### config.mk
export PLATFORM = sky130hd
export DESIGN_NAME = cpu_core
export DESIGN_NICKNAME = d
export VERILOG_FILES = /design/src/hdl/cpu_pkg.sv /design/src/hdl/cpu_core.sv
export SDC_FILE = /design/constraint.sdc
export NUM_CORES = 1
export LEC_CHECK = 0
export BUFFER_PORTS_ARGS = -buffer_cell sky130_fd_sc_hd__buf_4
export CAP_MARGIN = 20
export CORE_AREA = 2 2 137 139
export DETAILED_ROUTE_END_ITERATION = 6
export DIE_AREA = 0 0 139 141
export MAX_ROUTING_LAYER = met4
export PLACE_DENSITY = 0.81
export SYNTH_ARGS = -nofsm -noshare
export SYNTH_HDL_FRONTEND = slang
export SYNTH_SLANG_ARGS = --single-unit
### constraint.sdc
create_clock -name clk -period 3.6 [get_ports clk]
set_input_delay 0.54 -clock clk [delete_from_list [all_inputs] [get_ports clk]]
set_output_delay 0.54 -clock clk [all_outputs]
set_load 0.03 [all_outputs]
### src/hdl/cpu_pkg.sv
`default_nettype none

package cpu_pkg;

   typedef logic [31:0] word_t;

   localparam logic [3:0] pc_reg = 4'd15;   // r15 is the program counter

   typedef enum logic [2:0] {
      cls_alu_r = 3'd0,
      cls_alu_i = 3'd1,
      cls_call  = 3'd2,
      cls_nop   = 3'd3,   // ext slot, does nothing
      cls_st_r  = 3'd4,
      cls_ld_r  = 3'd5,
      cls_st_i  = 3'd6,
      cls_ld_i  = 3'd7
   } inst_class_e;

   typedef enum logic [3:0] {
      op_add, op_sub, op_and, op_or, op_xor,
      op_shl, op_shr, op_mov,
      op_cmp, op_tst   // flags only
   } alu_op_e;

   typedef enum logic [3:0] {
      cond_al, cond_eq, cond_ne, cond_cs, cond_cc,
      cond_mi, cond_pl, cond_vs, cond_vc, cond_nv
   } cond_e;

   typedef struct packed {
      logic c;
      logic s;
      logic z;
      logic v;
   } flags_t;

   // one strobe per cycle, f first after reset
   typedef struct packed {
      logic f;
      logic e;
      logic m;
      logic w;
   } phase_t;

   typedef struct packed {
      inst_class_e cls;
      cond_e       cond;
      logic [3:0]  rd;
      logic [3:0]  ra;
      logic [3:0]  rb;
      alu_op_e     op;
      logic [15:0] imm;
      logic        flag_wb;
      logic        ld;
      logic        st;
      logic        call;
      logic        wb;
   } decode_t;

   typedef struct packed {
      word_t addr;
      word_t wdata;
      logic  wen;
   } mem_req_t;

endpackage

`default_nettype wire

### src/hdl/cpu_core.sv
`timescale 1ns/1ps
`default_nettype none

module cpu_core (
   input  wire                    clk,
   input  wire                    reset,
   input  wire cpu_pkg::phase_t   phase,
   input  wire cpu_pkg::word_t    mem_rdata,
   output cpu_pkg::mem_req_t      mem_req,
   output logic [3:0]             ra_idx,
   output logic [3:0]             rb_idx,
   output logic                   wr_en,
   output logic [3:0]             wr_idx,
   output cpu_pkg::word_t         wr_data,
   output logic                   pc_inc,
   input  wire cpu_pkg::word_t    ra_data,
   input  wire cpu_pkg::word_t    rb_data,
   input  wire cpu_pkg::word_t    pc,
   output cpu_pkg::alu_op_e       alu_op,
   output cpu_pkg::word_t         alu_a,
   output cpu_pkg::word_t         alu_b,
   output cpu_pkg::flags_t        alu_fi,
   input  wire cpu_pkg::word_t    alu_res,
   input  wire cpu_pkg::flags_t   alu_fo,
   input  wire                    alu_wb_en,
   input  wire                    alu_flag_en
);

   logic [31:0]      ir;      // instruction register
   cpu_pkg::flags_t  flags;
   cpu_pkg::word_t   ld_q;    // word read by a load
   cpu_pkg::word_t   ea_q;    // address held from phase e into phase m
   cpu_pkg::decode_t dec;
   logic             is_alu;
   logic             cond_ok;
   cpu_pkg::word_t   imm_sx;
   cpu_pkg::word_t   ea;
   cpu_pkg::word_t   call_target;

   function automatic logic cond_pass(input cpu_pkg::cond_e cond, input cpu_pkg::flags_t f);
      case (cond)
         cpu_pkg::cond_al: cond_pass = 1'b1;
         cpu_pkg::cond_eq: cond_pass = f.z;
         cpu_pkg::cond_ne: cond_pass = !f.z;
         cpu_pkg::cond_cs: cond_pass = f.c;
         cpu_pkg::cond_cc: cond_pass = !f.c;
         cpu_pkg::cond_mi: cond_pass = f.s;
         cpu_pkg::cond_pl: cond_pass = !f.s;
         cpu_pkg::cond_vs: cond_pass = f.v;
         cpu_pkg::cond_vc: cond_pass = !f.v;
         default:          cond_pass = 1'b0;   // nv and unused codes
      endcase
   endfunction

   always_comb
   begin
      dec.cls     = cpu_pkg::inst_class_e'(ir[27:25]);
      dec.cond    = cpu_pkg::cond_e'(ir[31:28]);
      dec.rd      = ir[23:20];
      dec.op      = cpu_pkg::alu_op_e'(ir[19:16]);
      dec.ra      = ir[15:12];
      dec.rb      = ir[11:8];
      dec.imm     = ir[15:0];
      dec.ld      = (dec.cls == cpu_pkg::cls_ld_r) || (dec.cls == cpu_pkg::cls_ld_i);
      dec.st      = (dec.cls == cpu_pkg::cls_st_r) || (dec.cls == cpu_pkg::cls_st_i);
      dec.call    = (dec.cls == cpu_pkg::cls_call);
      is_alu      = (dec.cls == cpu_pkg::cls_alu_r) || (dec.cls == cpu_pkg::cls_alu_i);
      dec.flag_wb = is_alu;   // alu op decides at writeback
      dec.wb      = is_alu || dec.ld || dec.call;
   end

   assign cond_ok = cond_pass(dec.cond, flags);
   assign imm_sx  = {{16{dec.imm[15]}}, dec.imm};

   // immediate alu form works on rd, call reads rd as its base
   assign ra_idx = ((dec.cls == cpu_pkg::cls_alu_i) || dec.call) ? dec.rd : dec.ra;
   assign rb_idx = (dec.st && phase.m) ? dec.rd : dec.rb;   // store data in phase m

   assign ea = ra_data + (ir[26] ? imm_sx : rb_data);   // ir[26] set for imm offset

   assign call_target = ir[24] ? ra_data + {{12{ir[19]}}, ir[19:0]}
                               : {8'h00, ir[23:0]};

   assign alu_op = dec.op;
   assign alu_a  = ra_data;
   assign alu_b  = (dec.cls == cpu_pkg::cls_alu_i) ? imm_sx : rb_data;
   assign alu_fi = flags;

   assign mem_req.addr  = (phase.m && (dec.ld || dec.st)) ? ea_q : pc;
   assign mem_req.wdata = rb_data;
   assign mem_req.wen   = phase.m && dec.st && cond_ok;

   assign pc_inc  = phase.e;
   // cmp and tst leave rd alone
   assign wr_en   = phase.w && cond_ok && dec.wb && (alu_wb_en || !is_alu);
   assign wr_idx  = dec.call ? cpu_pkg::pc_reg : dec.rd;   // call is a jump
   assign wr_data = dec.call ? call_target :
                    dec.ld   ? ld_q        :
                               alu_res;

   always_ff @(posedge clk)
   begin
      if (reset)
      begin
         ir    <= '0;
         flags <= '0;
      end
      else
      begin
         if (phase.f)
            ir <= mem_rdata;
         if (phase.w && cond_ok && dec.flag_wb && alu_flag_en)
            flags <= alu_fo;
      end
   end

   always_ff @(posedge clk)
   begin
      if (phase.e)
         ea_q <= ea;
      if (phase.m && dec.ld)
         ld_q <= mem_rdata;
   end

   // stores only in the memory slot of the scheduler ring
   a_wen_phase_m : assert property (@(posedge clk) disable iff (reset)
      mem_req.wen |-> phase.m && $past(phase.e));

endmodule

`default_nettype wire

==> results of run 1 <==
==> cell usage in the layout, fill, tap and decap left out, types with 10 or more instances in the layout <==
cell and instances:
nand4_1 10, dfxtp_1 32, xnor2_1 34, ha_1 59, nor2_1 70, o21ai_0 53
o21a_1 15, nand3_1 18, buf_4 389, a21o_1 57, mux2i_1 55, a21oi_1 73
xor2_1 23, nand2_1 67, and3_1 11, a31oi_1 13, mux2_2 71, edfxtp_1 64
inv_1 33
==> sequential cells by signal (all words and copies together), names as in the netlist <==
register / count
alu_fi: 4
ir: 32
ld_q: 32
ea_q: 32
==> power by group through the flow <==
stage / Clock, µW / Sequential (µW) / Combinational (µW)
after floorplan: 0 / 1390 / 1180
after global placement: 0 / 1410 / 1760
after detailed placement: 0 / 1410 / 1770
after CTS: 988 / 1380 / 1780
after global routing: 1030 / 1390 / 1930
final: 975 / 1380 / 1800
==> how the worst max path moves through the flow <==
stage	start	endpoint	cells past startpoint
2_1_floorplan	ra_data[0]	wr_data[30]	10
3_3_place_gp	ra_data[0]	wr_data[10]	13
3_5_place_dp	ra_data[0]	wr_data[10]	13
4_1_cts	ir[0]$_SDFFE_PP0P_	wr_data[20]	11
5_1_grt	ir[9]$_SDFFE_PP0P_	wr_data[24]	11
6_report	ir[8]$_SDFFE_PP0P_	wr_data[20]	11
==> cell usage after synthesis, types with 18 or more instances <==
master,number
a21oi_1,78
mux2_2,71
nor2_1,71
buf_4,69
nand2_1,67
edfxtp_1,64
ha_1,62
a21o_1,57
mux2i_1,55
o21ai_0,54
clkbuf_1,42
dfxtp_1,36
xnor2_1,34
inv_1,33
xor2_1,23
nand3_1,18
==> per-layer routing <==
layer  vias up  part of all wire [%]  track usage [%]
met1      4138                    44             40.4
met2       400                    47             48.8
li1       4246                     -                -
met3        38                   6.5             3.43
met4         0                   1.9             8.08
met5         -                     0                -
==> timing repair <==
item / in CTS / in global routing
endpoints found under the setup margin: 2 / 16
hold endpoints to repair: 0 / 0
resized for setup: 2 / 17
pin swaps: 3 / 4
gates cloned: 0 / 0
hold buffers: 0 / 0
==> cell families (layout without fill, tap and decap cells) <==
group	Yosys count	in the layout
AOI/OAI and AO/OA	299	299
xor gates and xnor gates	57	57
adders and majority gates	64	64
buffers and inverters	156	438
DFF	100	100
muxes	126	126
and+or+nand+nor	223	223
==> stage by stage <==
stage / setup slack (ns) / util [%]
after floorplan: 0.103 / -
after global placement: 0.0622 / 63.8
after detailed placement: 0.0604 / 63.8
after CTS: 0.00166 / 65.4
after global routing: -0.00825 / 65.6
final: 0.0908 / 65.6
==> cell type report <==
type | count | area share [%]
clock buffer | 10 | 1.91
clock inverter | 6 | 0.480
inverter | 33 | 1.03
multi-input combinational | 769 | 47.7
sequential | 100 | 22.1
tap | 234 | 2.44
timing repair buffer | 389 | 24.4
==> worst max-delay path: stages, from the launching register on <==
cell	delay (ns)
dfxtp_1	0.34
ha_1	0.33
buf_4	0.14
nand4_1	0.10
a31oi_2	0.33
nor3_1	0.11
o21a_1	0.15
or3_1	0.39
nand2_1	0.11
xnor2_1	0.11
a221oi_2	0.29
buf_4	0.21
==> impl_metrics.json, run 1 <==
{
  "diodes": 0,
  "hp-start": "mem_rdata[16]",
  "crit_arrival_ns": 2.97,
  "port_buffers": 354,
  "setup_tns_ns": 0,
  "synth_simple_gate_area_share_pct": 11.3,
  "synth_top_family_by_area": "compound AO/OA/AOI/OAI gates",
  "timing.hold.ws_ns": 0.370,
  "required_ns": 3.06,
  "clkTransAtPathRegs_ns": 0.08,
  "synthArstFlopShare_pct": 0,
  "cts_tree": "done",
  "synth-xor-area-share_pct": 5.46,
  "avgRoutedWirePerCell_um": 19.4,
  "synthAdderAreaFrac_pct": 8.91,
  "regArea_um2": 2650,
  "cts.sinks": 100,
  "hold_class": "in2reg",
  "overflow": 0,
  "finalWeightedCongestion": 0.954,
  "startpoint_type": "flop",
  "synth_cells": 1025,
  "ir_worst_vdd_mv": 0.244,
  "fmax_mhz": 285,
  "cts_buffer_depth": 2,
  "synthMuxAreaShare_pct": 14.8,
  "combPwrFrac_pct": 43.3,
  "dieArea_um2": 19600,
  "htreeDepth": 3,
  "power_frac_clock_pct": 23.4,
  "cts-buffers-inserted": 9,
  "p_seq_share_pct": 33.2,
  "via_per_inst": 5.72,
  "die_h_um": 141,
  "dpl.hpwl_um": 23800,
  "synth_area_leaders": "edfxtp_1, mux2_2, ha_1",
  "tightest_slew_ns": 0.807,
  "drc_errors": 0,
  "grt_pass1_wl_um": 45700,
  "grt_max_degree": 39,
  "hold_viol_final": 0,
  "drt_iter0_markers": 622,
  "period_minus_slack_ns": 3.51,
  "dieWidth_um": 139,
  "syn_nets": 1261,
  "netSwitchingPower_uw": 1570,
  "p_leak_uw": 0.00583,
  "yosys.area.top_type": "edfxtp_1",
  "vias": 8822,
  "critical_path_peak_fanout": 4,
  "place_inst": 1525,
  "ys_seq_area_share_pct": 28.9,
  "p_sw_share_pct": 37.8,
  "worst-r2r-setup-slack_ns": 0.24,
  "whs_endpoint": "ld_q[16]$_DFFE_PP_",
  "ant_nets": 0,
  "num_rows": 50,
  "synth_cell_type_count": 69,
  "grtUsageTotal_pct": 30.1,
  "crit_type": "reg2out",
  "yosysWarnings": 0,
  "ys_ff_latch": 100,
  "maxSlewViolCount": 0,
  "multiInputGateArea_um2": 5720,
  "synth_edf_count": 64,
  "ys.flop_type": "edfxtp_1",
  "fin_crit_sh_pct": 97.5,
  "core_um2": 18300,
  "p_int_uw": 2590,
  "start_util_pct": 50.1,
  "placed_cell_area_um2": 11600,
  "crit_path_end_kind": "output port",
  "setup_violations": 0,
  "min_path_cells": 1,
  "synth-compound-area-share_pct": 21.5,
  "p_per_area_nw_per_um2": 347,
  "slew_headroom_pct": 46.2,
  "wl_um": 29900,
  "syn_area_per_cell_um2": 8.93,
  "synthesis.area_um2": 9150,
  "io_pins": 355,
  "antenna_found_initial": 0,
  "drive_gt1_share_pct": 39.2,
  "grt_pass1_vias": 8497,
  "synth_top_cell_area_share_pct": 21.0,
  "r2r_start": "ir[26]$_SDFFE_PP0P_",
  "fin_area_um2": 12000,
  "finalPower_uw": 4160,
  "timing.rr.end": "ea_q[25]$_DFFE_PP_",
  "fin_cells": 1541,
  "outcome": "complete, no violations",
  "fillers": 1587,
  "root_buffer": "clkbuf_16",
  "cts_setup_buffers": 0,
  "clock_latency_ns": 0.35,
  "reg2regPathDepth": 11,
  "nets": 1538,
  "dr.pass1.iters": 5,
  "areaGrowthSynthToFinish_pct": 31.0,
  "finClkSkew_ns": 0.00937,
  "max_cap_violations": 0
}
No activity file was read; power rests on OpenSTA's default activity.
==> run 2: changes to the inputs <==
Settings changed: ABC_AREA set to 1, CORE_AREA 2 2 137 139 to not set, CORE_UTILIZATION set to 52, DIE_AREA 0 0 139 141 to not set, PLACE_DENSITY 0.81 to 0.82.
==> run 2 against run 1 <==
Count of clock-buffer cells in the layout is 1 lower; setup slack improved by 0.15 ns; sequential power barely moved; worst hold slack lost 0.026 ns; clock power up 9.7%; fmax is 4.5% higher; non-clock buffer count down 23; critical endpoint is now wr_data[28]; largest cell class unchanged.
==> impl_metrics.json, run 2 <==
{
  "slowest_stage": "dfxtp_1",
  "num_rows": 50,
  "ctsHoldBuffers": 0,
  "root_buffer": "clkbuf_16",
  "grt_pass1_wl_um": 55800,
  "grt_max_degree": 60,
  "dieArea_um2": 20000,
  "overflow": 0,
  "layout_commonest_cell": "nand2_1",
  "synthAdderAreaFrac_pct": 8.06,
  "dieWidth_um": 142,
  "antenna_found_initial": 0,
  "p_sw_share_pct": 42.6,
  "dpl.hpwl_um": 30400,
  "clkTransAtPathRegs_ns": 0.09,
  "clock_latency_ns": 0.37,
  "yosysWarnings": 0,
  "whs_endpoint": "ld_q[2]$_DFFE_PP_",
  "cts-buffers-inserted": 9,
  "min_path_cells": 1,
  "power_frac_clock_pct": 24.0,
  "reg2regPathDepth": 13,
  "synth-xor-area-share_pct": 2.08,
  "nets": 2137,
  "port_buffers": 354,
  "core_um2": 18900,
  "cts_resized": 0,
  "vias": 11659,
  "period_minus_slack_ns": 3.36,
  "multiInputGateArea_um2": 5970,
  "setup_tns_ns": 0,
  "synth_cell_type_count": 41,
  "fmax_mhz": 298,
  "placed_cell_area_um2": 12500,
  "wl_um": 36600,
  "required_ns": 3.06,
  "areaGrowthSynthToFinish_pct": 26.6,
  "p_seq_share_pct": 31.1,
  "cts_buffer_depth": 2,
  "drt_iter0_markers": 1029,
  "p_int_uw": 2560,
  "syn_nets": 1870,
  "yosys.area.top_type": "nand2_1",
  "crit_chain": "ha_1, nand2_1, inv_1, nand2_1, nor3_1, and2_1, nand2_1, nand2_1, nand2_1, nand3_1, nand2_1, buf_4",
  "via_per_inst": 5.38,
  "drc_errors": 0,
  "crit_path_end_kind": "output port",
  "p_per_area_nw_per_um2": 348,
  "tightest_slew_ns": 0.767,
  "grt_pass1_vias": 10900,
  "combPwrFrac_pct": 44.9,
  "hp-start": "mem_rdata[2]",
  "dr.pass1.iters": 6,
  "ys_seq_area_share_pct": 26.1,
  "ys_ff_latch": 100,
  "synthesis.area_um2": 10100,
  "io_pins": 355,
  "path_buf_inv": 2,
  "maxSlewViolCount": 0,
  "avgRoutedWirePerCell_um": 16.9,
  "grtUsageTotal_pct": 37.1,
  "start_util_pct": 53.6,
  "cp_common_cell": "nand2_1",
  "cts.sinks": 100,
  "synthArstFlopShare_pct": 0,
  "r2r_start": "ir[26]$_SDFFE_PP0P_",
  "fillers": 1781,
  "syn_area_per_cell_um2": 6.20,
  "worst-r2r-setup-slack_ns": 0.60,
  "timing.rr.end": "ea_q[26]$_DFFE_PP_",
  "synth_edf_count": 64,
  "fin_crit_sh_pct": 93.3,
  "critPathTopFamily": "simple AND/OR/NAND/NOR gates",
  "cts_tree": "done",
  "ir_worst_vdd_mv": 0.236,
  "rsz0062_at_grt": "no",
  "htreeDepth": 3,
  "hold_class": "in2reg",
  "synth_common_cells": "nand2_1, inv_1, o21ai_0",
  "fin_area_um2": 12800,
  "die_h_um": 142,
  "critical_path_peak_fanout": 16,
  "startpoint_type": "flop",
  "finClkSkew_ns": 0.0158,
  "synth_area_leaders": "nand2_1, edfxtp_1, inv_1",
  "diodes": 0,
  "synthMuxAreaShare_pct": 0,
  "max_cap_violations": 0,
  "finalWeightedCongestion": 1.03,
  "cts_setup_buffers": 0,
  "synth_top_cell_area_share_pct": 20.5,
  "synth-compound-area-share_pct": 16.0,
  "netSwitchingPower_uw": 1900,
  "drive_gt1_share_pct": 21.3,
  "crit_arrival_ns": 2.82,
  "regArea_um2": 2640,
  "post-synth-top-count-cell": "nand2_1",
  "ys.flop_type": "edfxtp_1",
  "top_regs": "ea_q (32), ir (32), ld_q (32)",
  "outcome": "complete, no violations",
  "setup_violations": 0,
  "hold_viol_final": 0,
  "ant_nets": 0,
  "synth_top_family_by_area": "simple AND/OR/NAND/NOR gates",
  "crit_type": "reg2out",
  "synth_cells": 1634,
  "layout_common_cells": "nand2_1, buf_4, inv_1",
  "critPathMaxStageDelay_ns": 0.77,
  "slew_headroom_pct": 48.8,
  "synth_simple_gate_area_share_pct": 32.9,
  "p_leak_uw": 0.00681
}
## run 2: cell count changes after synthesis, moves of 14 or more
cell,delta
a21o_1,-52
a21oi_1,+28
nand2_1,+485
nor2_1,+55
inv_1,+177
mux2_2,-71
o21a_1,-14
nand3_1,+68
o21ai_0,+102
mux2i_1,-55
xnor2_1,-29
clkbuf_1,-15
## run 2: logic make-up after synthesis
group                      count (synthesis)
xor gates and xnor gates                  24
buffers and inverters                    324
AOI/OAI and AO/OA                        304
adders and majority gates                 64
and+or+nand+nor                          818
DFF                                      100
## run 2: worst reg2reg max path, stage by stage, from the launching register on
cell	delay (ns)
dfxtp_1	0.32
inv_1	0.49
o21ai_0	0.18
ha_1	0.29
fa_1	0.45
nand2_1	0.09
nand2_1	0.07
nand3b_1	0.08
nand2_1	0.09
a21oi_1	0.34
nand2b_1	0.20
nand3_1	0.08
nand2_1	0.07
nand2_1	0.04
## run 2: layout make-up
class	instances	share of cell area [%]
Multi-Input combinational cell	1210	46.6
Timing Repair Buffer	366	21.4
Sequential cell	100	20.6
Inverter	214	6.27
Tap cell	260	2.54
Clock buffer	9	1.76
Clock inverter	7	0.752
## run 2: worst max-delay path by stage
stage | slack [ns] | end | cells after the start | from
6_report | 0.24 | wr_data[28] | 12 | ir[19]$_SDFFE_PP0P_
5_1_grt | 0.07 | wr_data[28] | 12 | ir[19]$_SDFFE_PP0P_
4_1_cts | 0.27 | wr_data[28] | 12 | ir[19]$_SDFFE_PP0P_
3_5_place_dp | 0.61 | wr_data[13] | 12 | ra_data[12]
3_3_place_gp | 0.59 | wr_data[13] | 12 | ra_data[12]
2_1_floorplan | 0.93 | ld_q[0]$_DFFE_PP_ | 3 | phase[1]
## run 2: metrics by stage
step	cells	setup WS [ns]	hold WS [ns]	power, µW	util, %
final	2166	0.243	0.344	4450	67.8
after global routing	2166	0.0675	0.331	4660	67.8
after CTS	2166	0.265	0.339	4430	67.8
after detailed placement	2150	0.608	0.477	3380	66.1
after global placement	2150	0.595	0.475	3360	66.1
after floorplan	1634	0.927	0.444	2690	-
## run 2: routing by layer
metal / GRT usage (%) / wire (µm)
met1: 45.6 / 15000
met2: 62.0 / 17300
met3: 5.47 / 3050
met4: 13.4 / 1270
met5: - / 0
## run 2: power groups by stage
stage	Combinational (µW)	Sequential [µW]	Clock (µW)
after floorplan	1290	1400	0
after global placement	1950	1410	0
after detailed placement	1970	1410	0
after CTS	1970	1380	1070
after global routing	2160	1400	1110
final	2000	1390	1070
